## src/rtl/shade_pkg.sv

```systemverilog
`default_nettype none

package shade_pkg;

    localparam int FRAC_BITS = 16;
    localparam int NUM_LIGHTS = 3;

    // signed Q16.16
    typedef logic signed [31:0] fix_t;

    typedef struct packed {
        fix_t x;
        fix_t y;
        fix_t z;
    } vec3_t;

    typedef struct packed {
        fix_t r;
        fix_t g;
        fix_t b;
    } rgb_t;

    typedef enum logic [1:0] {
        DIR_UP,
        DIR_RIGHT,
        DIR_DOWN,
        DIR_LEFT
    } dir_t;

    // dir is a unit vector pointing towards the light
    typedef struct packed {
        vec3_t dir;
        rgb_t  intensity;
    } light_t;

    typedef struct packed {
        vec3_t pos;
        dir_t  dir;
    } block_t;

    typedef struct packed {
        vec3_t  ray;
        fix_t   t;
        block_t block;
        rgb_t   mat;
        vec3_t  normal;
    } hit_t;

    typedef struct packed {
        logic        cyc;
        logic        stb;
        logic        we;
        logic [4:0]  adr;
        logic [31:0] dat;
    } wb_req_t;

    typedef struct packed {
        logic        ack;
        logic [31:0] dat;
    } wb_rsp_t;

    //////////////////////////////////////////////////////////////////////
    // geometry, Q16.16
    localparam fix_t BLOCK_SIZE = fix_t'(100 * (1 << FRAC_BITS));
    localparam fix_t EDGE_SIZE = fix_t'(20 * (1 << FRAC_BITS));
    // 0.01 rounded down
    localparam fix_t TOP_TOL = fix_t'(655);

    //////////////////////////////////////////////////////////////////////
    // register map, word addresses
    localparam int REG_EYE_X = 0;
    localparam int REG_LIGHT_BASE = 3;
    // dir x, y, z then intensity r, g, b
    localparam int LIGHT_STRIDE = 6;
    localparam int REG_COUNT = REG_LIGHT_BASE + NUM_LIGHTS * LIGHT_STRIDE;

    // pipeline depths in cycles
    localparam int HIT_LATENCY = 2;
    localparam int ARROW_LATENCY = 2;
    localparam int LIGHT_LATENCY = 3;
    localparam int PIXEL_LATENCY = 5;

    // product keeps bits 47:16, overflow wraps
    function automatic fix_t fix_mul(fix_t a, fix_t b);
        logic signed [63:0] prod;
        prod = a * b;
        return prod[FRAC_BITS +: 32];
    endfunction

endpackage

`default_nettype wire

```

## src/rtl/shading_regs.sv

```systemverilog
`timescale 1ns/1ps
`default_nettype none

module shading_regs (
    input  wire                     clk_in,
    input  wire                     rst_in,
    input  wire shade_pkg::wb_req_t wb_req,
    output shade_pkg::wb_rsp_t      wb_rsp,
    output shade_pkg::vec3_t        eye,
    output shade_pkg::light_t       lights [shade_pkg::NUM_LIGHTS]
);

    import shade_pkg::*;

    localparam int W = $bits(fix_t);

    vec3_t eye_q;
    light_t lights_q [NUM_LIGHTS];
    logic ack_q;
    logic [31:0] dat_q;
    logic req_seen;
    logic [31:0] words [REG_COUNT];
    logic [31:0] rd_data;

    // ack_q low again before a new request is taken
    assign req_seen = wb_req.cyc && wb_req.stb && !ack_q;

    // flat word view for read-back
    always_comb begin
        words[REG_EYE_X] = eye_q.x;
        words[REG_EYE_X + 1] = eye_q.y;
        words[REG_EYE_X + 2] = eye_q.z;
        for (int l = 0; l < NUM_LIGHTS; l++) begin
            for (int f = 0; f < LIGHT_STRIDE; f++) begin
                words[REG_LIGHT_BASE + l * LIGHT_STRIDE + f] =
                    lights_q[l][(LIGHT_STRIDE - 1 - f) * W +: W];
            end
        end
    end

    assign rd_data = (int'(wb_req.adr) < REG_COUNT) ? words[wb_req.adr] : '0;

    always_ff @(posedge clk_in) begin
        if (rst_in) begin
            ack_q <= 1'b0;
            dat_q <= '0;
            eye_q <= '0;
            for (int l = 0; l < NUM_LIGHTS; l++) begin
                lights_q[l] <= '0;
            end
        end else begin
            ack_q <= req_seen;
            if (req_seen) begin
                dat_q <= rd_data;
                if (wb_req.we) begin
                    case (wb_req.adr)
                        5'(REG_EYE_X):     eye_q.x <= wb_req.dat;
                        5'(REG_EYE_X + 1): eye_q.y <= wb_req.dat;
                        5'(REG_EYE_X + 2): eye_q.z <= wb_req.dat;
                        default: ;
                    endcase
                    for (int l = 0; l < NUM_LIGHTS; l++) begin
                        for (int f = 0; f < LIGHT_STRIDE; f++) begin
                            if (wb_req.adr == 5'(REG_LIGHT_BASE + l * LIGHT_STRIDE + f)) begin
                                lights_q[l][(LIGHT_STRIDE - 1 - f) * W +: W] <= wb_req.dat;
                            end
                        end
                    end
                end
            end
        end
    end

    assign wb_rsp = '{ack: ack_q, dat: dat_q};
    assign eye = eye_q;
    assign lights = lights_q;

endmodule

`default_nettype wire

```

## config.mk

```make
export PLATFORM = sky130hd
export DESIGN_NAME = shading_regs
export DESIGN_NICKNAME = d
export VERILOG_FILES = /design/src/rtl/shade_pkg.sv /design/src/rtl/shading_regs.sv
export SDC_FILE = /design/constraint.sdc
export NUM_CORES = 2
export LEC_CHECK = 0
export BUFFER_PORTS_ARGS = -buffer_cell sky130_fd_sc_hd__clkbuf_2
export CELL_PAD_IN_SITES_DETAIL_PLACEMENT = 0
export CELL_PAD_IN_SITES_GLOBAL_PLACEMENT = 1
export CORE_AREA = 3 3 292 294
export DETAILED_ROUTE_END_ITERATION = 12
export DIE_AREA = 0 0 295 297
export GPL_ROUTABILITY_DRIVEN = 0
export GPL_TIMING_DRIVEN = 0
export PLACE_DENSITY = 0.8
export SETUP_SLACK_MARGIN = 0.4
export SLEW_MARGIN = 20
export SYNTH_ARGS = -nofsm -noshare
export SYNTH_HDL_FRONTEND = slang
export SYNTH_SLANG_ARGS = --single-unit
```

## constraint.sdc

```tcl
create_clock -name clk_in -period 2.6 [get_ports clk_in]
set_input_delay 0.78 -clock clk_in [delete_from_list [all_inputs] [get_ports clk_in]]
set_output_delay 0.78 -clock clk_in [all_outputs]
set_load 0.02 [all_outputs]
```

==> metrics.txt <==
die width 295 um; yosys warns 0; Syn Inst Count 3841; fraction of layout cells with a size suffix above 1 0.2521; total power 24230 uW; top cell type's share of synthesized area 0.4639; Initial DRC Count 3384; first-pass GRT wire length 226800 um; Power Density 619.8 mW/mm^2; Fin Clk Skew 22.48 ps; Max-Cap Viols 0; drt wl/cell 28.13 um; CTS tree yes; Nets 4763; Seq pwr share 0.449; worst-path fanout max 10; I/O Pins 747; fin. max-slew vios 0; crit-path max cell delay 520 ps; Avg Synthesized Cell Area 7.920 um^2; CP endpoint kind flip-flop; FP Rows 106; die area 0.08762 mm^2; RSZ-0062 raised after global routing yes; Worst setup SP type primary input; area of the mapped netlist 0.03042 mm^2; Hold Startpoint wb_req[0]; syn_nets 3883; Net Sw Frac 0.2592; Fin Hold WS 401.9 ps; cell count after placement 5665; critical path class primary input to flip-flop; worst r2r src ack_q$_SDFF_PP0_; Min Clock Period, post-route 2285 ps; Buffers on Ports 744; dpl hpwl 131300 um; period utilization 0.8787; Internal Power 17950 uW; Vias 32.84k; Detail Route Antenna Nets 0; critical path's slowest cell nand4_1; status finished, final reports clean; initial antenna violation count 11; vias in the first global route 30.34k; htree depth 3; synth unique cells 41; non-filler instance count after layout 5872; vias per inst 5.593; worst rel slew slack 0.3366; Initial Utilization 0.3658; WL final 165200 um; Fmax 437.7 MHz; #FFs+latches synth 705; Leak 0.01522 uW; total gr overflow 0; crit-path cells clkbuf_2 -> buf_2 -> buf_2 -> nor2_1 -> nand4_1 -> clkbuf_2 -> nand2_1 -> a21oi_1; root buffer cell clkbuf_16; Num CTS Buffers 81; P_sw 6279 uW; ranking of synthesized cells by area dfxtp_1 46%, nand2_1 17%, a21oi_1 11%; DRC 0; Die H 297 um; TritonCTS Sinks 705; combinational share of power 0.067; CTS Hold Bufs 0; Clk pwr share 0.484; register area share after synthesis 0.4639; Worst EP arrival 2750 ps; VDD IR max 0.0004213 V; Setup TNS 0 ps; CP required 3070 ps; TritonRoute pass-1 iters 5; Longest Clk Path Bufs 3; core area 0.08316 mm^2; Hold Path Class primary input to flip-flop; cell taking the most area after synthesis dfxtp_1; GRT Overall Usage 0.3591; final setup vio count 0; final hold vios 0; Clock transition at path regs 60 ps; pin count of the biggest net entering global routing 13; clk_lat worst skew 620 ps; Critical Path Start wb_req[32]; Layout area overhead 28.48%; worst slew pin tran 995.1 ps
-- synth_stat cells, drive strengths merged --
cell	number
a2111oi	32
nand2	1377
a21oi	672
o22ai	64
nor2	36
o21a	1
a22oi	32
o21ai	97
nor2b	2
buf	108
clkbuf	268
nand3	1
mux2i	256
o211ai	32
nor3	2
nand3b	4
or3	3
nand4b	1
and3b	2
nand4	16
nand2b	3
or4	3
and4b	1
or2	2
or4b	1
and2	1
nor4	19
a221oi	32
inv	34
dfxtp	705
or3b	2
mux4	32
-- logic make-up after synthesis --
kind of cell	share of synthesized area
AO/OA/AOI/OAI	0.1741
buffers and inverters	0.05672
flip-flops	0.4639
multiplexers	0.1079
AND/OR/NAND/NOR	0.1973
-- power groups by stage --
stage	Combinational, uW	Sequential [uW]	Clock [uW]
floorplan	780	11100	0
global placement	1520	11100	0
detailed placement	1530	11100	0
CTS	1570	10900	11800
global route	1670	10900	12200
finish	1630	10900	11700
-- state kept, by name (all words and copies together) (netlist names) --
signal  cells
dat_q      32
lights    576
eye        96
ack_q       1
-- repair_timing --
item,in CTS,in global routing
buffers inserted,45,8
gates resized for setup,124,101
pin swaps,31,8
setup endpoints to repair,695,470
-- cell usage in the layout (no fill, tap or decap), drive strengths merged, types with 34 or more instances in the layout --
master / count
clkbuf: 1134
nand2: 1377
buf: 161
nor2: 36
inv: 34
dfxtp: 705
o22ai: 64
o21ai: 97
mux2i: 256
a21oi: 672
-- through the flow --
stage	area (um^2)	utilization	setup WS [ps]
detailed placement	35540	0.4274	-950.3
global placement	35540	0.4274	-905.3
CTS	38860	0.4673	377.2
finish	39090	0.4700	315.3
floorplan	30470	-	246.6
global route	39080	0.4700	373.0
-- worst max-delay path, delay by kind of cell --
| family | cells | cell delay, ps |
|---|---|---|
| AO/OA/AOI/OAI | 1 | 60 |
| buffers and inverters | 4 | 920 |
| AND/OR/NAND/NOR | 3 | 980 |
-- routing by layer --
layer  track usage  vias up  wire length (um)
li1              -    14780                 -
met1        0.4378    15880             63510
met2        0.5755     1791             75050
met3        0.1093      375             17270
met4        0.1745       10              9306
met5             0        -                49
-- cell type report --
class | instances | area (um^2)
Clock inverter | 27 | 247.7
Multi-Input combinational cell | 2726 | 14770
Buffer | 376 | 1842
Timing Repair Buffer | 797 | 4159
Inverter | 34 | 131.4
Tap cell | 1080 | 1351
Antenna cell | 5 | 12.51
Clock buffer | 122 | 2454
Fill cell | 8458 | 44070
Sequential cell | 705 | 14110
-- final timing paths --
| kind | to | slack, ps | cells after the start |
|---|---|---|---|
| worst min register to register | lights[392]$_SDFFE_PP0P_ | 470 | 2 |
| worst max-delay path | lights[274]$_SDFFE_PP0P_ | 320 | 8 |
| worst min-delay path | eye[32]$_SDFFE_PP0P_ | 400 | 3 |
| worst max register to register | lights[463]$_SDFFE_PP0P_ | 430 | 6 |
No activity file was read; power rests on OpenSTA's default activity.
