$ cat src/rtl/shade_pkg.sv
`default_nettype none

package shade_pkg;

    localparam int FRAC_BITS = 16;
    localparam int NUM_LIGHTS = 3;

    // signed Q16.16
    typedef logic signed [31:0] fix_t;

    typedef struct packed {
        fix_t x;
        fix_t y;
        fix_t z;
    } vec3_t;

    typedef struct packed {
        fix_t r;
        fix_t g;
        fix_t b;
    } rgb_t;

    typedef enum logic [1:0] {
        DIR_UP,
        DIR_RIGHT,
        DIR_DOWN,
        DIR_LEFT
    } dir_t;

    // dir is a unit vector pointing towards the light
    typedef struct packed {
        vec3_t dir;
        rgb_t  intensity;
    } light_t;

    typedef struct packed {
        vec3_t pos;
        dir_t  dir;
    } block_t;

    typedef struct packed {
        vec3_t  ray;
        fix_t   t;
        block_t block;
        rgb_t   mat;
        vec3_t  normal;
    } hit_t;

    typedef struct packed {
        logic        cyc;
        logic        stb;
        logic        we;
        logic [4:0]  adr;
        logic [31:0] dat;
    } wb_req_t;

    typedef struct packed {
        logic        ack;
        logic [31:0] dat;
    } wb_rsp_t;

    //////////////////////////////////////////////////////////////////////
    // geometry, Q16.16
    localparam fix_t BLOCK_SIZE = fix_t'(100 * (1 << FRAC_BITS));
    localparam fix_t EDGE_SIZE = fix_t'(20 * (1 << FRAC_BITS));
    // 0.01 rounded down
    localparam fix_t TOP_TOL = fix_t'(655);

    //////////////////////////////////////////////////////////////////////
    // register map, word addresses
    localparam int REG_EYE_X = 0;
    localparam int REG_LIGHT_BASE = 3;
    // dir x, y, z then intensity r, g, b
    localparam int LIGHT_STRIDE = 6;
    localparam int REG_COUNT = REG_LIGHT_BASE + NUM_LIGHTS * LIGHT_STRIDE;

    // pipeline depths in cycles
    localparam int HIT_LATENCY = 2;
    localparam int ARROW_LATENCY = 2;
    localparam int LIGHT_LATENCY = 3;
    localparam int PIXEL_LATENCY = 5;

    // product keeps bits 47:16, overflow wraps
    function automatic fix_t fix_mul(fix_t a, fix_t b);
        logic signed [63:0] prod;
        prod = a * b;
        return prod[FRAC_BITS +: 32];
    endfunction

endpackage

`default_nettype wire

$ cat src/rtl/color_mix.sv
`timescale 1ns/1ps
`default_nettype none

module color_mix (
    input  wire                  clk_in,
    input  wire                  rst_in,
    input  wire                  in_valid,
    input  wire shade_pkg::rgb_t terms [shade_pkg::NUM_LIGHTS],
    input  wire                  draw,
    output logic                 out_valid,
    output shade_pkg::rgb_t      pixel
);

    import shade_pkg::*;

    rgb_t sum;
    rgb_t sum_q;
    logic sum_valid;
    fix_t peak;

    always_comb begin
        sum = '0;
        for (int i = 0; i < NUM_LIGHTS; i++) begin
            sum.r += terms[i].r;
            sum.g += terms[i].g;
            sum.b += terms[i].b;
        end
    end

    always_ff @(posedge clk_in) begin
        sum_q <= sum;
    end

    // largest channel, used as arrow grey
    always_comb begin
        peak = sum_q.r;
        if (sum_q.g > peak) begin
            peak = sum_q.g;
        end
        if (sum_q.b > peak) begin
            peak = sum_q.b;
        end
    end

    always_ff @(posedge clk_in) begin
        pixel <= draw ? '{r: peak, g: peak, b: peak} : sum_q;
    end

    always_ff @(posedge clk_in) begin
        if (rst_in) begin
            sum_valid <= 1'b0;
            out_valid <= 1'b0;
        end else begin
            sum_valid <= in_valid;
            out_valid <= sum_valid;
        end
    end

endmodule

`default_nettype wire

$ cat config.mk
export PLATFORM = sky130hd
export DESIGN_NAME = color_mix
export DESIGN_NICKNAME = d
export VERILOG_FILES = /design/src/rtl/shade_pkg.sv /design/src/rtl/color_mix.sv
export SDC_FILE = /design/constraint.sdc
export NUM_CORES = 1
export LEC_CHECK = 0
export ABC_AREA = 1
export BUFFER_PORTS_ARGS = -buffer_cell sky130_fd_sc_hd__buf_2
export CORE_ASPECT_RATIO = 1.5
export CORE_MARGIN = 2
export CORE_UTILIZATION = 55
export CTS_CLUSTER_DIAMETER = 60
export DETAILED_ROUTE_END_ITERATION = 16
export PLACE_DENSITY_LB_ADDON = 0.15
export SKIP_LAST_GASP = 1
export SYNTH_ARGS = -nofsm -noshare
export SYNTH_HDL_FRONTEND = slang
export SYNTH_SLANG_ARGS = --single-unit
export TNS_END_PERCENT = 5
$ cat constraint.sdc
create_clock -name clk_in -period 4.6 [get_ports clk_in]
set_input_delay 0.92 -clock clk_in [delete_from_list [all_inputs] [get_ports clk_in]]
set_output_delay 0.92 -clock clk_in [all_outputs]
set_load 0.1 [all_outputs]
==> results of run 1 <==
cell usage in the layout, fill, tap and decap left out, types with 4 or more instances in the layout:
cell type / netlist / routed
a21o_1: 13 / 13
a21oi_1: 119 / 119
a221oi_1: 4 / 4
a31oi_1: 34 / 34
and2_1: 31 / 31
buf_2: 12 / 388
buf_4: 2 / 15
clkbuf_16: 0 / 17
clkinv_4: 0 / 4
dfxtp_1: 194 / 193
fa_1: 96 / 96
ha_1: 154 / 153
inv_1: 241 / 241
inv_2: 32 / 33
nand2_1: 545 / 544
nand2_2: 12 / 13
nand3_1: 58 / 58
nand4_1: 81 / 81
nor2_1: 104 / 104
nor3_1: 8 / 8
nor4_1: 5 / 5
o211ai_1: 6 / 6
o21a_1: 12 / 12
o21ai_0: 24 / 24
o21ai_1: 16 / 16
o21bai_1: 5 / 5
o221ai_1: 7 / 7
o31ai_1: 4 / 4
xnor2_1: 32 / 32
xor2_1: 50 / 50
through the flow:
step / cells / setup slack (ns) / utilization, % / instance area [sq um] / hold WS, ns
floorplan: 1944 / 1.09 / - / 14800 / 0.388
global placement: 2650 / 0.161 / 64.7 / 17100 / 0.393
detailed placement: 2650 / -0.0208 / 64.7 / 17100 / 0.401
CTS: 2683 / 0.0522 / 66.8 / 17700 / 0.412
global route: 2683 / 0.00207 / 67.0 / 17700 / 0.426
finish: 2684 / 0.245 / 67.0 / 17700 / 0.409
sequential cells by signal, summed over array words and instances, names as in the netlist:
signal	cells
sum_valid	1
out_valid	1
pixel	96
sum_q	96
area by class of cell:
class	count	area [sq um]
multi-input combinational	1438	9720
fill	2267	8750
sequential	194	3880
timing repair buffer	408	2120
inverter	274	1030
clock buffer	18	439
tap	337	422
clock inverter	14	123
antenna	1	2.50
cell families (layout without fill, tap and decap cells):
group | Yosys count | after routing | share of synthesized area [%]
AOI/OAI and AO/OA | 249 | 249 | 9.77
other | 0 | 1 | 0
buffers and inverters | 313 | 714 | 8.10
and+or+nand+nor | 856 | 857 | 25.0
adders and majority gates | 250 | 250 | 26.0
DFF | 194 | 194 | 26.3
xor gates and xnor gates | 82 | 82 | 4.86
Yosys cell counts, drive strengths merged (8+ instances only):
| cell | count | area [sq um] |
|---|---|---|
| xnor2 | 32 | 280 |
| a31oi | 34 | 213 |
| a21oi | 120 | 604 |
| o21ai | 40 | 200 |
| ha | 154 | 1930 |
| nor3 | 8 | 40.0 |
| o21a | 12 | 90.1 |
| fa | 96 | 1920 |
| nor2 | 107 | 409 |
| inv | 273 | 1020 |
| dfxtp | 194 | 3880 |
| clkbuf | 25 | 93.8 |
| buf | 14 | 75.1 |
| xor2 | 50 | 438 |
| nand4 | 82 | 519 |
| nand2 | 558 | 2130 |
| a21o | 13 | 97.6 |
| and2 | 31 | 194 |
| nand3 | 62 | 338 |
what timing repair did:
item / CTS / global route
gates resized for setup: 0 / 11
endpoints found under the setup margin: 16 / 94
gates cloned: 1 / 0
pin swaps: 1 / 2
critical path, delay by kind of cell (launching register included):
| kind | cells | cell delay (ns) |
|---|---|---|
| adders and majority gates | 2 | 0.70 |
| buffers and inverters | 3 | 0.45 |
| DFF | 1 | 0.39 |
| and+or+nand+nor | 23 | 2.69 |
final timing paths:
path         cells after the start      start   endpoint  slack (ns)
max reg2reg                     28  sum_q[95]  pixel[13]        0.25
min reg2reg                      2  sum_valid  out_valid        0.41
max                             28  sum_q[95]  pixel[13]        0.25
min                              2  sum_valid  out_valid        0.41
layer usage:
layer	wire (microns)	part of all wire, %	GRT usage [%]	up-vias
met5	0	0	0	-
met4	2050	4.5	15.0	0
met3	2280	5.0	3.37	116
met1	17400	38	36.0	6673
li1	-	-	-	7089
met2	24200	53	61.0	543
==> flow_summary.ini, run 1 <==
[clock_tree]
path_clk_slew_ns = 0.07
postCtsSetupBuffers = 0
cts_buffers = 17
cts_root_buffer = clkbuf_16
clock_latency_ns = 0.45
holdBufCountCts = 0
h-tree-depth = 4
cts_tree = done
clock_path_buffers = 2
clock_sinks = 194

[logic_synthesis]
avgSynthCellArea_sq_um = 7.60
synth-main-ff-cell = dfxtp_1
ys_types = 40
synthCells = 1944
synth-seq-cells = 194
synth_area_sq_um = 14800
yosys_warnings = 0
synth_nets = 2486
synth_edf_count = 0
ys_async_sr_fraction_pct = 0
seq_area_frac_synth_pct = 26.3

[grt]
grt_pass1_vias = 14500
grt-ovfl-total = 0
grt_start_max_net_pins = 60
grt_usage_pct = 32.5
grt_pass1_wl_microns = 70500
antenna_found_initial = 1

[critical_path]
path_max_fanout = 20
cp-start-kind = flip-flop
slowest_delay_ns = 0.40
critical_path_class = flip-flop to flip-flop
path_common_cell = nand2_1
worstPathArrival_ns = 4.70
endpoint_kind = flip-flop
crit_required_ns = 4.94
cp_slowest_cell = ha_2

[detailed_routing]
wl_microns = 45900
dr_total_vias = 14400
drc = 0
wl_per_cell_microns = 17.1
via_per_inst = 5.37
drt_pass1_iterations = 5
drtIter0Drc = 809
ant_nets = 0

[hold_path]
hp-class = flip-flop to flip-flop

[sta]
period_share_pct = 94.7
rsz0062_at_grt = true
fin_skew_ns = 0.0152
finalSetupViolCount = 0
relSlewSlack_pct = 36.6
fmax_ghz = 0.230
final_hold_viol_count = 0
fin_tns_setup_ns = 0
min_period_ns = 4.35
drv_slew = 0
tightest_slew_ns = 0.950

[die]
die_h_microns = 205
die_w_microns = 138
core-area_sq_um = 26500
rows = 73
start_util_pct = 55.8
io_pins = 389
die_area_sq_um = 28200

[run]
cap_violations = 0

[placed_design]
dp_hpwl_microns = 38100
gp_congestion = 0.999
portBuffers = 388

[layout]
nNetsFinal = 2875
syn2layout_area_growth_pct = 20.0
drive_above_1_share_pct = 21.3

[run_status]
outcome = complete, no violations
Power of run 1 is not shown: default switching activity piles up to over one toggle a cycle in this logic, so the estimate is an artifact.
==> inputs of run 2 (changes only) <==
- CORE_ASPECT_RATIO: 1.5 -> unset
==> run 2 against run 1 <==
First-iteration DRC count increased by 53%. Global-route usage decreased by 1.4 points. Final area increased by 0.51%. Maximum frequency increased by 1.1%. Register-to-register slack improved by 0.05 ns. Core utilization decreased by 0.071 points.
==> flow_summary.ini, run 2 (synthesized netlist as in run 1, its figures left out) <==
[sta]
hold-worst-slack_ns = 0.413
finalSetupViolCount = 0
fin_skew_ns = 0.0184
min_period_ns = 4.31
tightest_slew_ns = 0.735
fmax_ghz = 0.232
drv_slew = 0
period_share_pct = 93.6
fin_tns_setup_ns = 0
final_hold_viol_count = 0
relSlewSlack_pct = 50.5
rsz0062_at_grt = false

[detailed_routing]
wl_microns = 44900
dr_total_vias = 14600
ant_nets = 0
drt_pass1_iterations = 5
via_per_inst = 5.44
drtIter0Drc = 1241
drc = 0
wl_per_cell_microns = 16.7

[critical_path]
critical_path_class = flip-flop to flip-flop
path_max_fanout = 16
endpoint_kind = flip-flop
worstPathArrival_ns = 4.64
cp-start-kind = flip-flop
crit_required_ns = 4.93

[die]
rows = 60
start_util_pct = 55.5
core-area_sq_um = 26700
die_area_sq_um = 28200
die_w_microns = 168
io_pins = 389
die_h_microns = 168

[layout]
drive_above_1_share_pct = 21.2
fill_cells = 2346
top_regs = pixel: 96 flops, sum_q: 96 flops
nNetsFinal = 2872
syn2layout_area_growth_pct = 20.6
fin_area_sq_um = 17800
final_common_cell = nand2_1
most-common-layout-cells = nand2_1 (544), buf_2 (388), inv_1 (241)
antennaDiodeCount = 0

[placed_design]
dp_hpwl_microns = 37100
postPlaceCellArea_sq_um = 17100
gp_congestion = 0.975
portBuffers = 388

[run]
cap_violations = 0

[grt]
grt_usage_pct = 31.1
antenna_found_initial = 0
grt_pass1_vias = 13800
grt_pass1_wl_microns = 69600
grt_start_max_net_pins = 60
grt-ovfl-total = 0

[clock_tree]
h-tree-depth = 4
holdBufCountCts = 0
clock_sinks = 194
cts_buffers = 17
clock_path_buffers = 2
clock_latency_ns = 0.45
path_clk_slew_ns = 0.09
cts_root_buffer = clkbuf_16
cts_tree = done

[hold_path]
hp-class = flip-flop to flip-flop

[run_status]
outcome = complete, no violations
[run 2: cell type report]
cell class              count  area (sq um)  share of cell area (%)
clock inverters            15           218                    1.22
flip-flops and latches    194          3880                    21.8
inverters                 274          1030                    5.77
clock buffers              17           425                    2.39
multi-input cells        1437          9720                    54.5
repair buffers            406          2130                    11.9
well taps                 341           427                    2.39
[run 2: per-stage QoR]
| stage | utilization [%] | instances | worst slack [ns] |
|---|---|---|---|
| after floorplan | - | 1944 | 1.09 |
| after global placement | 64.3 | 2650 | 0.274 |
| after detailed placement | 64.3 | 2650 | 0.207 |
| after CTS | 66.7 | 2682 | 0.170 |
| after global routing | 66.9 | 2684 | 0.00560 |
| final | 66.9 | 2684 | 0.293 |
[run 2: final timing paths]
check	start	slack, ns	cells after the start	endpoint
max	sum_q[95]	0.29	24	pixel[41]
min	sum_valid	0.41	2	out_valid
max reg2reg	sum_q[95]	0.29	24	pixel[41]
min reg2reg	sum_valid	0.41	2	out_valid
[run 2: worst max-delay path, stage by stage (launching register included)]
cell and delay (ns):
dfxtp_1 0.37, inv_1 0.06, ha_2 0.39, nand2_1 0.08, nor2_1 0.15, nand4_1 0.24, nor2_2 0.24, nand2_2 0.12
nand3_4 0.11, buf_4 0.20, nand4_1 0.12, and2_1 0.19, ha_1 0.36, nand2_1 0.11, nor2_2 0.14, nand2_1 0.11
nor4_2 0.23, nand2_1 0.13, nand3_2 0.14, buf_6 0.21, nand4_1 0.11, nand2_1 0.10, inv_2 0.04, nand2_1 0.15
nand2_1 0.08
[run 2: per-layer routing]
| metal | vias to the layer above | GRT usage, % | part of all wire [%] |
|---|---|---|---|
| met2 | 635 | 51.3 | 46 |
| met1 | 6779 | 42.3 | 44 |
| met5 | - | 0 | 0 |
| met4 | 0 | 10.5 | 3.3 |
| met3 | 103 | 4.09 | 6.9 |
| li1 | 7091 | - | - |
[run 2: what timing repair did]
| action | CTS | global route |
|---|---|---|
| gates resized for setup | 0 | 11 |
| endpoints found under the setup margin | 0 | 96 |
| setup buffers | 0 | 2 |
Power of run 2 is left out for the same reason.
